[config.mk]
export PLATFORM = sky130hd
export DESIGN_NAME = tsc_cpu
export DESIGN_NICKNAME = d
export VERILOG_FILES = /design/src/hdl/isa_pkg.sv /design/src/hdl/pipe_pkg.sv /design/src/hdl/fetch_unit.sv /design/src/hdl/inst_queue.sv /design/src/hdl/exec_core.sv /design/src/hdl/tsc_cpu.sv
export VERILOG_INCLUDE_DIRS = /design/src /design/src/hdl
export SDC_FILE = /design/constraint.sdc
export NUM_CORES = 1
export LEC_CHECK = 0
export BUFFER_PORTS_ARGS = -buffer_cell sky130_fd_sc_hd__clkbuf_2
export CORE_ASPECT_RATIO = 0.75
export CORE_MARGIN = 2
export CORE_UTILIZATION = 40
export CTS_CLUSTER_SIZE = 24
export DETAILED_ROUTE_END_ITERATION = 16
export SLEW_MARGIN = 30
export SYNTH_ARGS = -nofsm -noshare
export SYNTH_HDL_FRONTEND = slang
export SYNTH_SLANG_ARGS = --single-unit
[constraint.sdc]
create_clock -name clk -period 12.5 [get_ports clk]
set_clock_uncertainty 0.2 [all_clocks]
set_input_delay 1.875 -clock clk [delete_from_list [all_inputs] [get_ports clk]]
set_output_delay 1.875 -clock clk [all_outputs]
set_load 0.05 [all_outputs]
[src/hdl/cpu_consts.svh]
`ifndef CPU_CONSTS_SVH
`define CPU_CONSTS_SVH

// datapath width for instructions, addresses and data
`define WORD_SIZE 16

// instruction queue entries and the starting credit count
`define QUEUE_DEPTH 4

`define NUM_REGS 4

// r-type function codes outside the alu group
`define FUNC_WWD 6'd28
`define FUNC_HLT 6'd29

`endif

[src/hdl/isa_pkg.sv]
`default_nettype none

`include "cpu_consts.svh"

package isa_pkg;

    typedef logic [`WORD_SIZE-1:0] word_t;
    typedef logic [$clog2(`NUM_REGS)-1:0] reg_idx_t;

    typedef enum logic [3:0] {
        ADI   = 4'd4,
        ORI   = 4'd5,
        LHI   = 4'd6,
        LWD   = 4'd7,
        SWD   = 4'd8,
        RTYPE = 4'd15
    } opcode_e;

    typedef enum logic [5:0] {
        ADD = 6'd0,
        SUB = 6'd1,
        AND = 6'd2,
        ORR = 6'd3,
        NOT = 6'd4,
        TCP = 6'd5,
        SHL = 6'd6,
        SHR = 6'd7,
        WWD = `FUNC_WWD,
        HLT = `FUNC_HLT
    } func_e;

    // field extraction from an instruction word
    function automatic opcode_e inst_opcode(word_t inst);
        return opcode_e'(inst[15:12]);
    endfunction

    function automatic reg_idx_t inst_rs(word_t inst);
        return inst[11:10];
    endfunction

    function automatic reg_idx_t inst_rt(word_t inst);
        return inst[9:8];
    endfunction

    function automatic reg_idx_t inst_rd(word_t inst);
        return inst[7:6];
    endfunction

    function automatic func_e inst_func(word_t inst);
        return func_e'(inst[5:0]);
    endfunction

    function automatic word_t imm_sext(word_t inst);
        return {{(`WORD_SIZE-8){inst[7]}}, inst[7:0]};
    endfunction

    function automatic word_t imm_zext(word_t inst);
        return {{(`WORD_SIZE-8){1'b0}}, inst[7:0]};
    endfunction

endpackage

`default_nettype wire

[src/hdl/pipe_pkg.sv]
`default_nettype none

`include "cpu_consts.svh"

package pipe_pkg;

    // holds 0 .. QUEUE_DEPTH inclusive
    typedef logic [$clog2(`QUEUE_DEPTH+1)-1:0] credit_t;

    // index plus wrap bit
    typedef logic [$clog2(`QUEUE_DEPTH):0] qptr_t;

    typedef enum logic [1:0] {
        RUN,
        MEM_WAIT,
        HALTED
    } exec_state_e;

endpackage

`default_nettype wire

[src/hdl/fetch_unit.sv]
`default_nettype none

`include "cpu_consts.svh"

module fetch_unit
    import isa_pkg::*;
    import pipe_pkg::*;
(
    input  wire logic  clk,
    input  wire logic  rst_n,
    input  wire logic  credit_return,
    output logic       inst_read,
    output word_t      inst_addr,
    input  wire word_t inst_data,
    output logic       push_valid,
    output word_t      push_inst
);

    word_t   pc;
    credit_t credits;
    logic    started;  // low through reset so inst_read stays quiet
    logic    stopped;  // set once hlt has gone out
    logic    fire;
    logic    fetch_hlt;

    assign fire = started && !stopped && (credits != '0);

    // only enough decode to spot the halt
    assign fetch_hlt = (inst_opcode(inst_data) == RTYPE) && (inst_func(inst_data) == HLT);

    assign inst_read  = fire;
    assign inst_addr  = pc;
    assign push_valid = fire;
    assign push_inst  = inst_data;

    always_ff @(posedge clk) begin
        if (!rst_n) begin
            pc      <= '0;
            credits <= credit_t'(`QUEUE_DEPTH);
            started <= 1'b0;
            stopped <= 1'b0;
        end else begin
            started <= 1'b1;
            if (fire) begin
                pc <= pc + 1'b1;
                if (fetch_hlt) begin
                    stopped <= 1'b1;
                end
            end
            case ({fire, credit_return})
                2'b10:   credits <= credits - 1'b1;  // spent on a push
                2'b01:   credits <= credits + 1'b1;  // came back from a pop
                default: credits <= credits;         // both or neither
            endcase
        end
    end

endmodule

`default_nettype wire

[src/hdl/inst_queue.sv]
`default_nettype none

`include "cpu_consts.svh"

module inst_queue
    import isa_pkg::*;
    import pipe_pkg::*;
(
    input  wire logic  clk,
    input  wire logic  rst_n,
    input  wire logic  push_valid,
    input  wire word_t push_inst,
    output logic       head_valid,
    output word_t      head_inst,
    input  wire logic  pop,
    output logic       credit_return
);

    localparam int IDX_W = $clog2(`QUEUE_DEPTH);

    word_t mem [`QUEUE_DEPTH];
    qptr_t wr_ptr;
    qptr_t rd_ptr;

    // equal pointers including wrap bit means empty
    assign head_valid = (wr_ptr != rd_ptr);
    assign head_inst  = mem[rd_ptr[IDX_W-1:0]];

    // the credit loop keeps pushes within depth
    always_ff @(posedge clk) begin
        if (push_valid) begin
            mem[wr_ptr[IDX_W-1:0]] <= push_inst;
        end
    end

    always_ff @(posedge clk) begin
        if (!rst_n) begin
            wr_ptr        <= '0;
            rd_ptr        <= '0;
            credit_return <= 1'b0;
        end else begin
            if (push_valid) begin
                wr_ptr <= wr_ptr + 1'b1;
            end
            if (pop) begin
                rd_ptr <= rd_ptr + 1'b1;
            end
            credit_return <= pop;  // one credit back the cycle after a pop
        end
    end

endmodule

`default_nettype wire

[src/hdl/exec_core.sv]
`default_nettype none

`include "cpu_consts.svh"

module exec_core
    import isa_pkg::*;
    import pipe_pkg::*;
(
    input  wire logic  clk,
    input  wire logic  rst_n,
    input  wire logic  head_valid,
    input  wire word_t head_inst,
    output logic       pop,
    output logic       data_read,
    output logic       data_write,
    output word_t      data_addr,
    output word_t      data_wdata,
    input  wire word_t data_rdata,
    input  wire logic  data_ready,
    output word_t      num_inst,
    output word_t      output_port,
    output logic       output_valid,
    output logic       is_halted
);

    word_t       regs [`NUM_REGS];
    logic        dec_valid;
    word_t       dec_inst;
    exec_state_e state;

    opcode_e  opcode;
    func_e    func;
    reg_idx_t rs;
    reg_idx_t rt;
    reg_idx_t rd;
    word_t    rs_val;
    word_t    rt_val;
    logic     is_rtype;
    logic     is_lwd;
    logic     is_swd;
    logic     is_wwd;
    logic     is_hlt;
    logic     active;
    logic     mem_req;
    logic     commit;
    logic     wr_en;
    reg_idx_t wr_idx;
    word_t    alu_result;
    word_t    wb_data;

    assign opcode = inst_opcode(dec_inst);
    assign func   = inst_func(dec_inst);
    assign rs     = inst_rs(dec_inst);
    assign rt     = inst_rt(dec_inst);
    assign rd     = inst_rd(dec_inst);
    assign rs_val = regs[rs];
    assign rt_val = regs[rt];

    assign is_rtype = (opcode == RTYPE);
    assign is_lwd   = (opcode == LWD);
    assign is_swd   = (opcode == SWD);
    assign is_wwd   = is_rtype && (func == WWD);
    assign is_hlt   = is_rtype && (func == HLT);

    assign active  = dec_valid && (state != HALTED);
    assign mem_req = active && (is_lwd || is_swd);
    assign commit  = active && (!(is_lwd || is_swd) || data_ready);  // mem ops wait for ready

    // refill decode when empty or draining this cycle
    assign pop = head_valid && (state != HALTED) && (!dec_valid || commit);

    assign data_read  = mem_req && is_lwd;
    assign data_write = mem_req && is_swd;
    assign data_addr  = rs_val + imm_sext(dec_inst);
    assign data_wdata = rt_val;

    assign is_halted = (state == HALTED);

    always_comb begin
        alu_result = '0;
        wr_en      = 1'b0;
        wr_idx     = rt;  // immediate formats write rt
        case (opcode)
            ADI: begin
                alu_result = rs_val + imm_sext(dec_inst);
                wr_en      = 1'b1;
            end
            ORI: begin
                alu_result = rs_val | imm_zext(dec_inst);
                wr_en      = 1'b1;
            end
            LHI: begin
                alu_result = {dec_inst[7:0], 8'h00};
                wr_en      = 1'b1;
            end
            LWD: begin
                wr_en = 1'b1;  // data comes from memory
            end
            RTYPE: begin
                wr_idx = rd;
                wr_en  = 1'b1;
                case (func)
                    ADD:     alu_result = rs_val + rt_val;
                    SUB:     alu_result = rs_val - rt_val;
                    AND:     alu_result = rs_val & rt_val;
                    ORR:     alu_result = rs_val | rt_val;
                    NOT:     alu_result = ~rs_val;
                    TCP:     alu_result = ~rs_val + 1'b1;
                    SHL:     alu_result = {rs_val[`WORD_SIZE-2:0], 1'b0};
                    SHR:     alu_result = {rs_val[`WORD_SIZE-1], rs_val[`WORD_SIZE-1:1]};
                    default: wr_en = 1'b0;  // wwd, hlt
                endcase
            end
            default: wr_en = 1'b0;  // swd and unused opcodes
        endcase
    end

    assign wb_data = is_lwd ? data_rdata : alu_result;

    always_ff @(posedge clk) begin
        if (pop) begin
            dec_inst <= head_inst;
        end
        if (commit && wr_en) begin
            regs[wr_idx] <= wb_data;
        end
    end

    always_ff @(posedge clk) begin
        if (!rst_n) begin
            state        <= RUN;
            dec_valid    <= 1'b0;
            num_inst     <= '0;
            output_port  <= '0;
            output_valid <= 1'b0;
        end else begin
            output_valid <= commit && is_wwd;
            if (pop) begin
                dec_valid <= 1'b1;
            end else if (commit) begin
                dec_valid <= 1'b0;
            end
            if (commit) begin
                num_inst <= num_inst + 1'b1;
            end
            if (commit && is_wwd) begin
                output_port <= rs_val;
            end
            case (state)
                RUN: begin
                    if (commit && is_hlt) begin
                        state <= HALTED;
                    end else if (mem_req && !data_ready) begin
                        state <= MEM_WAIT;
                    end
                end
                MEM_WAIT: begin
                    if (data_ready) begin
                        state <= RUN;
                    end
                end
                default: state <= HALTED;  // held until reset
            endcase
        end
    end

endmodule

`default_nettype wire

[src/hdl/tsc_cpu.sv]
`default_nettype none

module tsc_cpu
    import isa_pkg::*;
(
    input  wire logic  clk,
    input  wire logic  rst_n,
    output wire logic  inst_read,
    output wire word_t inst_addr,
    input  wire word_t inst_data,
    output wire logic  data_read,
    output wire logic  data_write,
    output wire word_t data_addr,
    output wire word_t data_wdata,
    input  wire word_t data_rdata,
    input  wire logic  data_ready,
    output wire word_t num_inst,
    output wire word_t output_port,
    output wire logic  output_valid,
    output wire logic  is_halted
);

    wire logic  push_valid;
    wire word_t push_inst;
    wire logic  credit_return;
    wire logic  head_valid;
    wire word_t head_inst;
    wire logic  pop;

    fetch_unit i_fetch_unit (
        .clk           (clk),
        .rst_n         (rst_n),
        .credit_return (credit_return),
        .inst_read     (inst_read),
        .inst_addr     (inst_addr),
        .inst_data     (inst_data),
        .push_valid    (push_valid),
        .push_inst     (push_inst)
    );

    inst_queue i_inst_queue (
        .clk           (clk),
        .rst_n         (rst_n),
        .push_valid    (push_valid),
        .push_inst     (push_inst),
        .head_valid    (head_valid),
        .head_inst     (head_inst),
        .pop           (pop),
        .credit_return (credit_return)
    );

    exec_core i_exec_core (
        .clk          (clk),
        .rst_n        (rst_n),
        .head_valid   (head_valid),
        .head_inst    (head_inst),
        .pop          (pop),
        .data_read    (data_read),
        .data_write   (data_write),
        .data_addr    (data_addr),
        .data_wdata   (data_wdata),
        .data_rdata   (data_rdata),
        .data_ready   (data_ready),
        .num_inst     (num_inst),
        .output_port  (output_port),
        .output_valid (output_valid),
        .is_halted    (is_halted)
    );

endmodule

`default_nettype wire

Yosys cells after proc, flatten, opt, wreduce, memory -nomap -nowiden
Memories as Yosys holds them, arrays and structs flattened. A register that Yosys moved wholly into a read port is not among the register bits.
Cells that the tools add are included.
{"block": "word_totals", "reg_bits": 64, "mem_bits_rw": 128, "inputBits": 35, "out_inout_bits": 85, "word_cells": 103, "memories": 2}
{"name": "i_exec_core.regs", "words": 4, "word_bits": 16, "read_ports": 2, "rd_ports_with_merged_regs": 0, "wr": 1, "line": "exec_core.sv:26", "source": "word_t regs [`NUM_REGS];"}
{"name": "i_inst_queue.mem", "words": 4, "word_bits": 16, "read_ports": 1, "rd_ports_with_merged_regs": 1, "wr": 1, "line": "inst_queue.sv:21", "source": "word_t mem [`QUEUE_DEPTH];"}
{"block": "op_classes", "n_addsub": 10, "eq_ne": 25, "muxes": 18, "bitwise": 4, "reduce_logical": 32}
{"op": "$pmux W16 S8", "n": 1}
{"op": "$pmux W16 S4", "n": 1}
{"op": "$add A16 B1 Y16 const B", "n": 3}
{"op": "$add A16 B16 Y16", "n": 2}
{"op": "$eq A6 B3 Y1 const B", "n": 4}
{"op": "$eq A6 B5 Y1 const B", "n": 3}
{"op": "$and A16 B16 Y16", "n": 1}
{"op": "$eq A4 B3 Y1 const B", "n": 4}
{"op": "$logic_and A1 B1 Y1", "n": 16}
{"op": "$mux W16", "n": 1}
{"op": "$not A16 Y16", "n": 1}
{"op": "$or A16 B16 Y16", "n": 1}
{"op": "$or A16 B8 Y16", "n": 1}
{"op": "$sub A16 B16 Y16", "n": 1}
{"op": "$eq A4 B4 Y1 const B", "n": 3}
{"op": "$eq A6 B2 Y1 const B", "n": 2}
{"op": "$add A3 B1 Y3 const B", "n": 3}
{"op": "$mux W1", "n": 8}
{"op": "$mux W2", "n": 4}
{"op": "$reduce_or A8 Y1", "n": 1}
{"op": "$eq A6 B1 Y1 const B", "n": 1}
{"op": "$logic_not A6 Y1", "n": 1}
{"op": "$pmux W3 S2", "n": 1}
{"op": "$eq A2 B1 Y1 const B", "n": 2}
{"op": "14 further kinds", "n": 23}

Logic depth before layout (Yosys ltp)
{"block": "depth", "ltp_word": 8, "depth_mapped": 16, "ltp_nobuf": 14}

Cells and area by module
A second synthesis with hierarchy kept.
{"block": "unflattened", "hier_cells": 1060, "area_unflattened_um2": 12340.6}
{"mod": "exec_core", "n_inst": 1, "cells_per_inst": 804, "area_each_um2": 8408.1, "seq_area_each_um2": 3203.1}
{"mod": "inst_queue", "n_inst": 1, "cells_per_inst": 126, "area_each_um2": 2767.7, "seq_area_each_um2": 2102.0}
{"mod": "fetch_unit", "n_inst": 1, "cells_per_inst": 130, "area_each_um2": 1164.9, "seq_area_each_um2": 420.4}

Least setup slack after synthesis
No wires, ideal clock.
{"block": "synth_timing", "kind": "reg2out", "start": "reg i_exec_core.dec_inst[11], read port of i_inst_queue.mem", "end": "out data_addr[15]", "arrival_time_ns": 3.511, "t_required_ns": 10.425, "slack_ns": 6.914, "path_stages_with_launch": 12, "path_buffers": 3, "cell_sequence": "edfxtp_1 clkbuf_1 buf_1 mux4_1 clkbuf_1 ha_1 a211oi_1 o21ai_0 a311oi_1 o2111ai_1 a21oi_1 xnor2_1"}
{"block": "synth_via", "elab_chain_cells": 2}
{"item": "from (decl)", "line": "exec_core.sv:28", "source": "word_t dec_inst;"}
{"item": "$mem_v2 Z4 W16"}
{"item": "net i_exec_core.rs_val[1]", "line": "exec_core.sv:36", "source": "word_t rs_val;"}
{"item": "$add A16 B16 Y16", "line": "exec_core.sv:74", "source": "assign data_addr = rs_val + imm_sext(dec_inst);"}
{"item": "to (decl)", "line": "tsc_cpu.sv:13", "source": "output wire word_t data_addr,"}
The timed path passes the listed nets, and every way through them passes these cells.

Worst setup path in the final report
{"block": "layout_timing", "start": "reg i_exec_core.dec_inst[11], read port of i_inst_queue.mem", "end": "out data_addr[15]"}
{"block": "layout_via", "elab_chain_cells": 2}
{"item": "$mem_v2 Z4 W16"}
{"item": "$add A16 B16 Y16", "line": "exec_core.sv:74"}
Every way passes these cells.

==> impl_metrics.ini <==
[sta]
fin_tns_setup_ns = 0
slew_headroom_pct = 34.3
setup_violations = 0
timing.final.ws_setup_ns = 5.63
worst_pin_slew_ns = 0.982
drv_slew = 0
finalCritPeriodShare_pct = 55.0
hold_viol = 0
rsz0062_at_grt = false
max_clock_freq_ghz = 0.146
finalWorstPathRequiredPeriod_ns = 6.87

[floorplan]
die_h_um = 152
io_pins = 120
dieArea_um2 = 30800
start_util_pct = 40.5
coreArea_um2 = 29000
rows = 54
fp.dieW_um = 202

[worst_setup_path]
cp_top_family = compound AO/OA/AOI/OAI gates
cp_max_fo = 16
crit_type = flop to output port
worst_path_largest_cell_delay_ns = 0.85
cp.required_ns = 10.43
end_kind = output port
crit_arrival_ns = 4.80
path_cells = mux4_2 -> inv_1 -> ha_1 -> a2111oi_0 -> o21ai_0 -> a311oi_1 -> o2111ai_1 -> a21oi_1 -> xnor2_1 -> clkbuf_2
reg2reg_slack_ns = 7.26
startpoint_type = flop
slowest_stage = edfxtp_1
path_buf_inv = 2

[synthesis]
syn_area_per_cell_um2 = 11.5
synth_commonest_cells = edfxtp_1 (144), nand2_1 (103), dfxtp_1 (64)
async_flop_share_pct = 0
netlist_area_um2 = 11700
synthCells = 1021
syn_nets = 1110
dominantRegCellSynth = edfxtp_1
synth_top_cell_by_area = edfxtp_1
synth_top_area_share_pct = 36.8
ys_warn_count = 0
synth_area_leaders = edfxtp_1 (37%), dfxtp_1 (11%), mux4_2 (9.0%)
yosysMostFrequentCell = edfxtp_1
ys_ff_latch = 208
yosys.cell_types.count = 63
yosysSeqAreaShare_pct = 47.7
synth_edf_count = 144

[global_route]
grt_pass1_wl_mm = 47.4
antenna_found_initial = 1
grt_pass1_vias = 8138
overflow = 0
grt_start_max_net_pins = 65
groute.usage.overall_pct = 19.5

[final_layout]
fin_cells = 1528
fill_cells = 2687
drive_above_1_share_pct = 19.6
nNetsFinal = 1210
area_growth_pct = 14.1
fin_util_pct = 46.2
num_antenna_cells = 0

[clocking]
cts_resized = 0
cts-htree-levels = 1
cts_root_buf = clkbuf_16
cts_tree = done
cts_setup_buffers = 0
clkSinkCount = 208
clockBufferDepth = 3
clkLatencyLatePin_ns = 0.52
clk_pin_slew_ns = 0.05
postCtsHoldBufs = 0
cts_buffers = 23

[outcome]
outcome = finished clean

[route]
drt-total-wl_mm = 30.3
drt_first_pass_iters = 5
wl_per_cell_um = 19.8
drc = 0
via_count = 8519
drt_iter0_drc = 762
ant_nets = 0
viasPerCell = 5.58

[run]
cap_violations = 0

[place]
port-buffer-count = 119
dp.cells = 1486
hpwl_mm = 22.4
gp_congestion = 0.908
post-place-ws_ns = 5.77

[hold_path]
hold_path_class = flop to flop
## placed cells by master, fill, tap and decap left out, drive strengths merged, types with 7 or more instances in the layout
master,netlist,final
a21oi,51,51
buf,21,13
a31oi,9,9
mux4,54,54
edfxtp,144,144
inv,32,33
o21ai,53,53
xnor2,53,53
o22ai,16,16
a22oi,10,10
nand3,22,22
a21boi,22,22
xor2,32,32
or3,8,8
nand2,103,103
nor3,15,15
clkbuf,36,151
nor2b,12,12
nand2b,7,7
and3,16,16
mux2i,12,12
and2,41,41
nor4,8,8
dfxtp,64,64
ha,51,51
nor2,40,40
## through the flow
step	hold slack, ns	instance area [µm²]
floorplan	0.222	11700
global placement	0.252	12700
detailed placement	0.250	12700
CTS	0.265	13400
global route	0.274	13400
finish	0.261	13400
## registers in the layout, summed over array words and instances (netlist names), 2 cells and up
signal	cells
i_exec_core.regs	64
i_inst_queue.rd_ptr	3
i_exec_core.output_port	16
i_exec_core.dec_inst	16
i_inst_queue.mem	64
i_exec_core.num_inst	16
i_inst_queue.wr_ptr	3
i_fetch_unit.credits	3
i_exec_core.state	2
i_fetch_unit.inst_addr	16
## final cells by class
cell class / instances / area [µm²] / share of cell area [%]
multi-input cells: 724 / 5770 / 43.1
flip-flops and latches: 208 / 5610 / 41.9
repair buffers: 132 / 703 / 5.25
clock buffers: 32 / 622 / 4.64
well taps: 392 / 490 / 3.66
inverters: 32 / 120 / 0.897
clock inverters: 8 / 80.1 / 0.598
## worst min-delay path: stages, from the launching register on
cell	delay [ns]
dfxtp_1	0.30
nand2_1	0.05
a21boi_0	0.06
## logic make-up after synthesis
kind of cell	Yosys count	share of synthesized area, %
AND/OR/NAND/NOR	301	13.2
AO/OA/AOI/OAI	212	11.4
buffers and inverters	89	3.29
multiplexers	67	11.7
flip-flops	208	47.7
adder cells (fa/ha/maj)	59	6.37
XOR/XNOR	85	6.34
## final timing paths
kind              cells past startpoint                                       end                                      from
setup / recovery                     10                             data_addr[15]        i_exec_core.dec_inst[11]$_DFFE_PP_
hold reg to reg                       2  i_exec_core.output_port[15]$_SDFFE_PN0P_  i_exec_core.output_port[15]$_SDFFE_PN0P_
hold / removal                        2  i_exec_core.output_port[15]$_SDFFE_PN0P_  i_exec_core.output_port[15]$_SDFFE_PN0P_
setup reg to reg                     13         i_exec_core.regs[0][15]$_DFFE_PP_         i_exec_core.dec_inst[5]$_DFFE_PP_
## layer usage
layer | vias up | global-route usage [%] | wire length [µm]
met5 | - | 0 | 13
met1 | 4140 | 28.7 | 14200
li1 | 4030 | - | -
met2 | 303 | 29.6 | 13300
met4 | 2 | 4.73 | 679
met3 | 44 | 3.76 | 2110
Power is not shown: default switching activity piles up to over one toggle a cycle in this logic, so the estimate is an artifact.
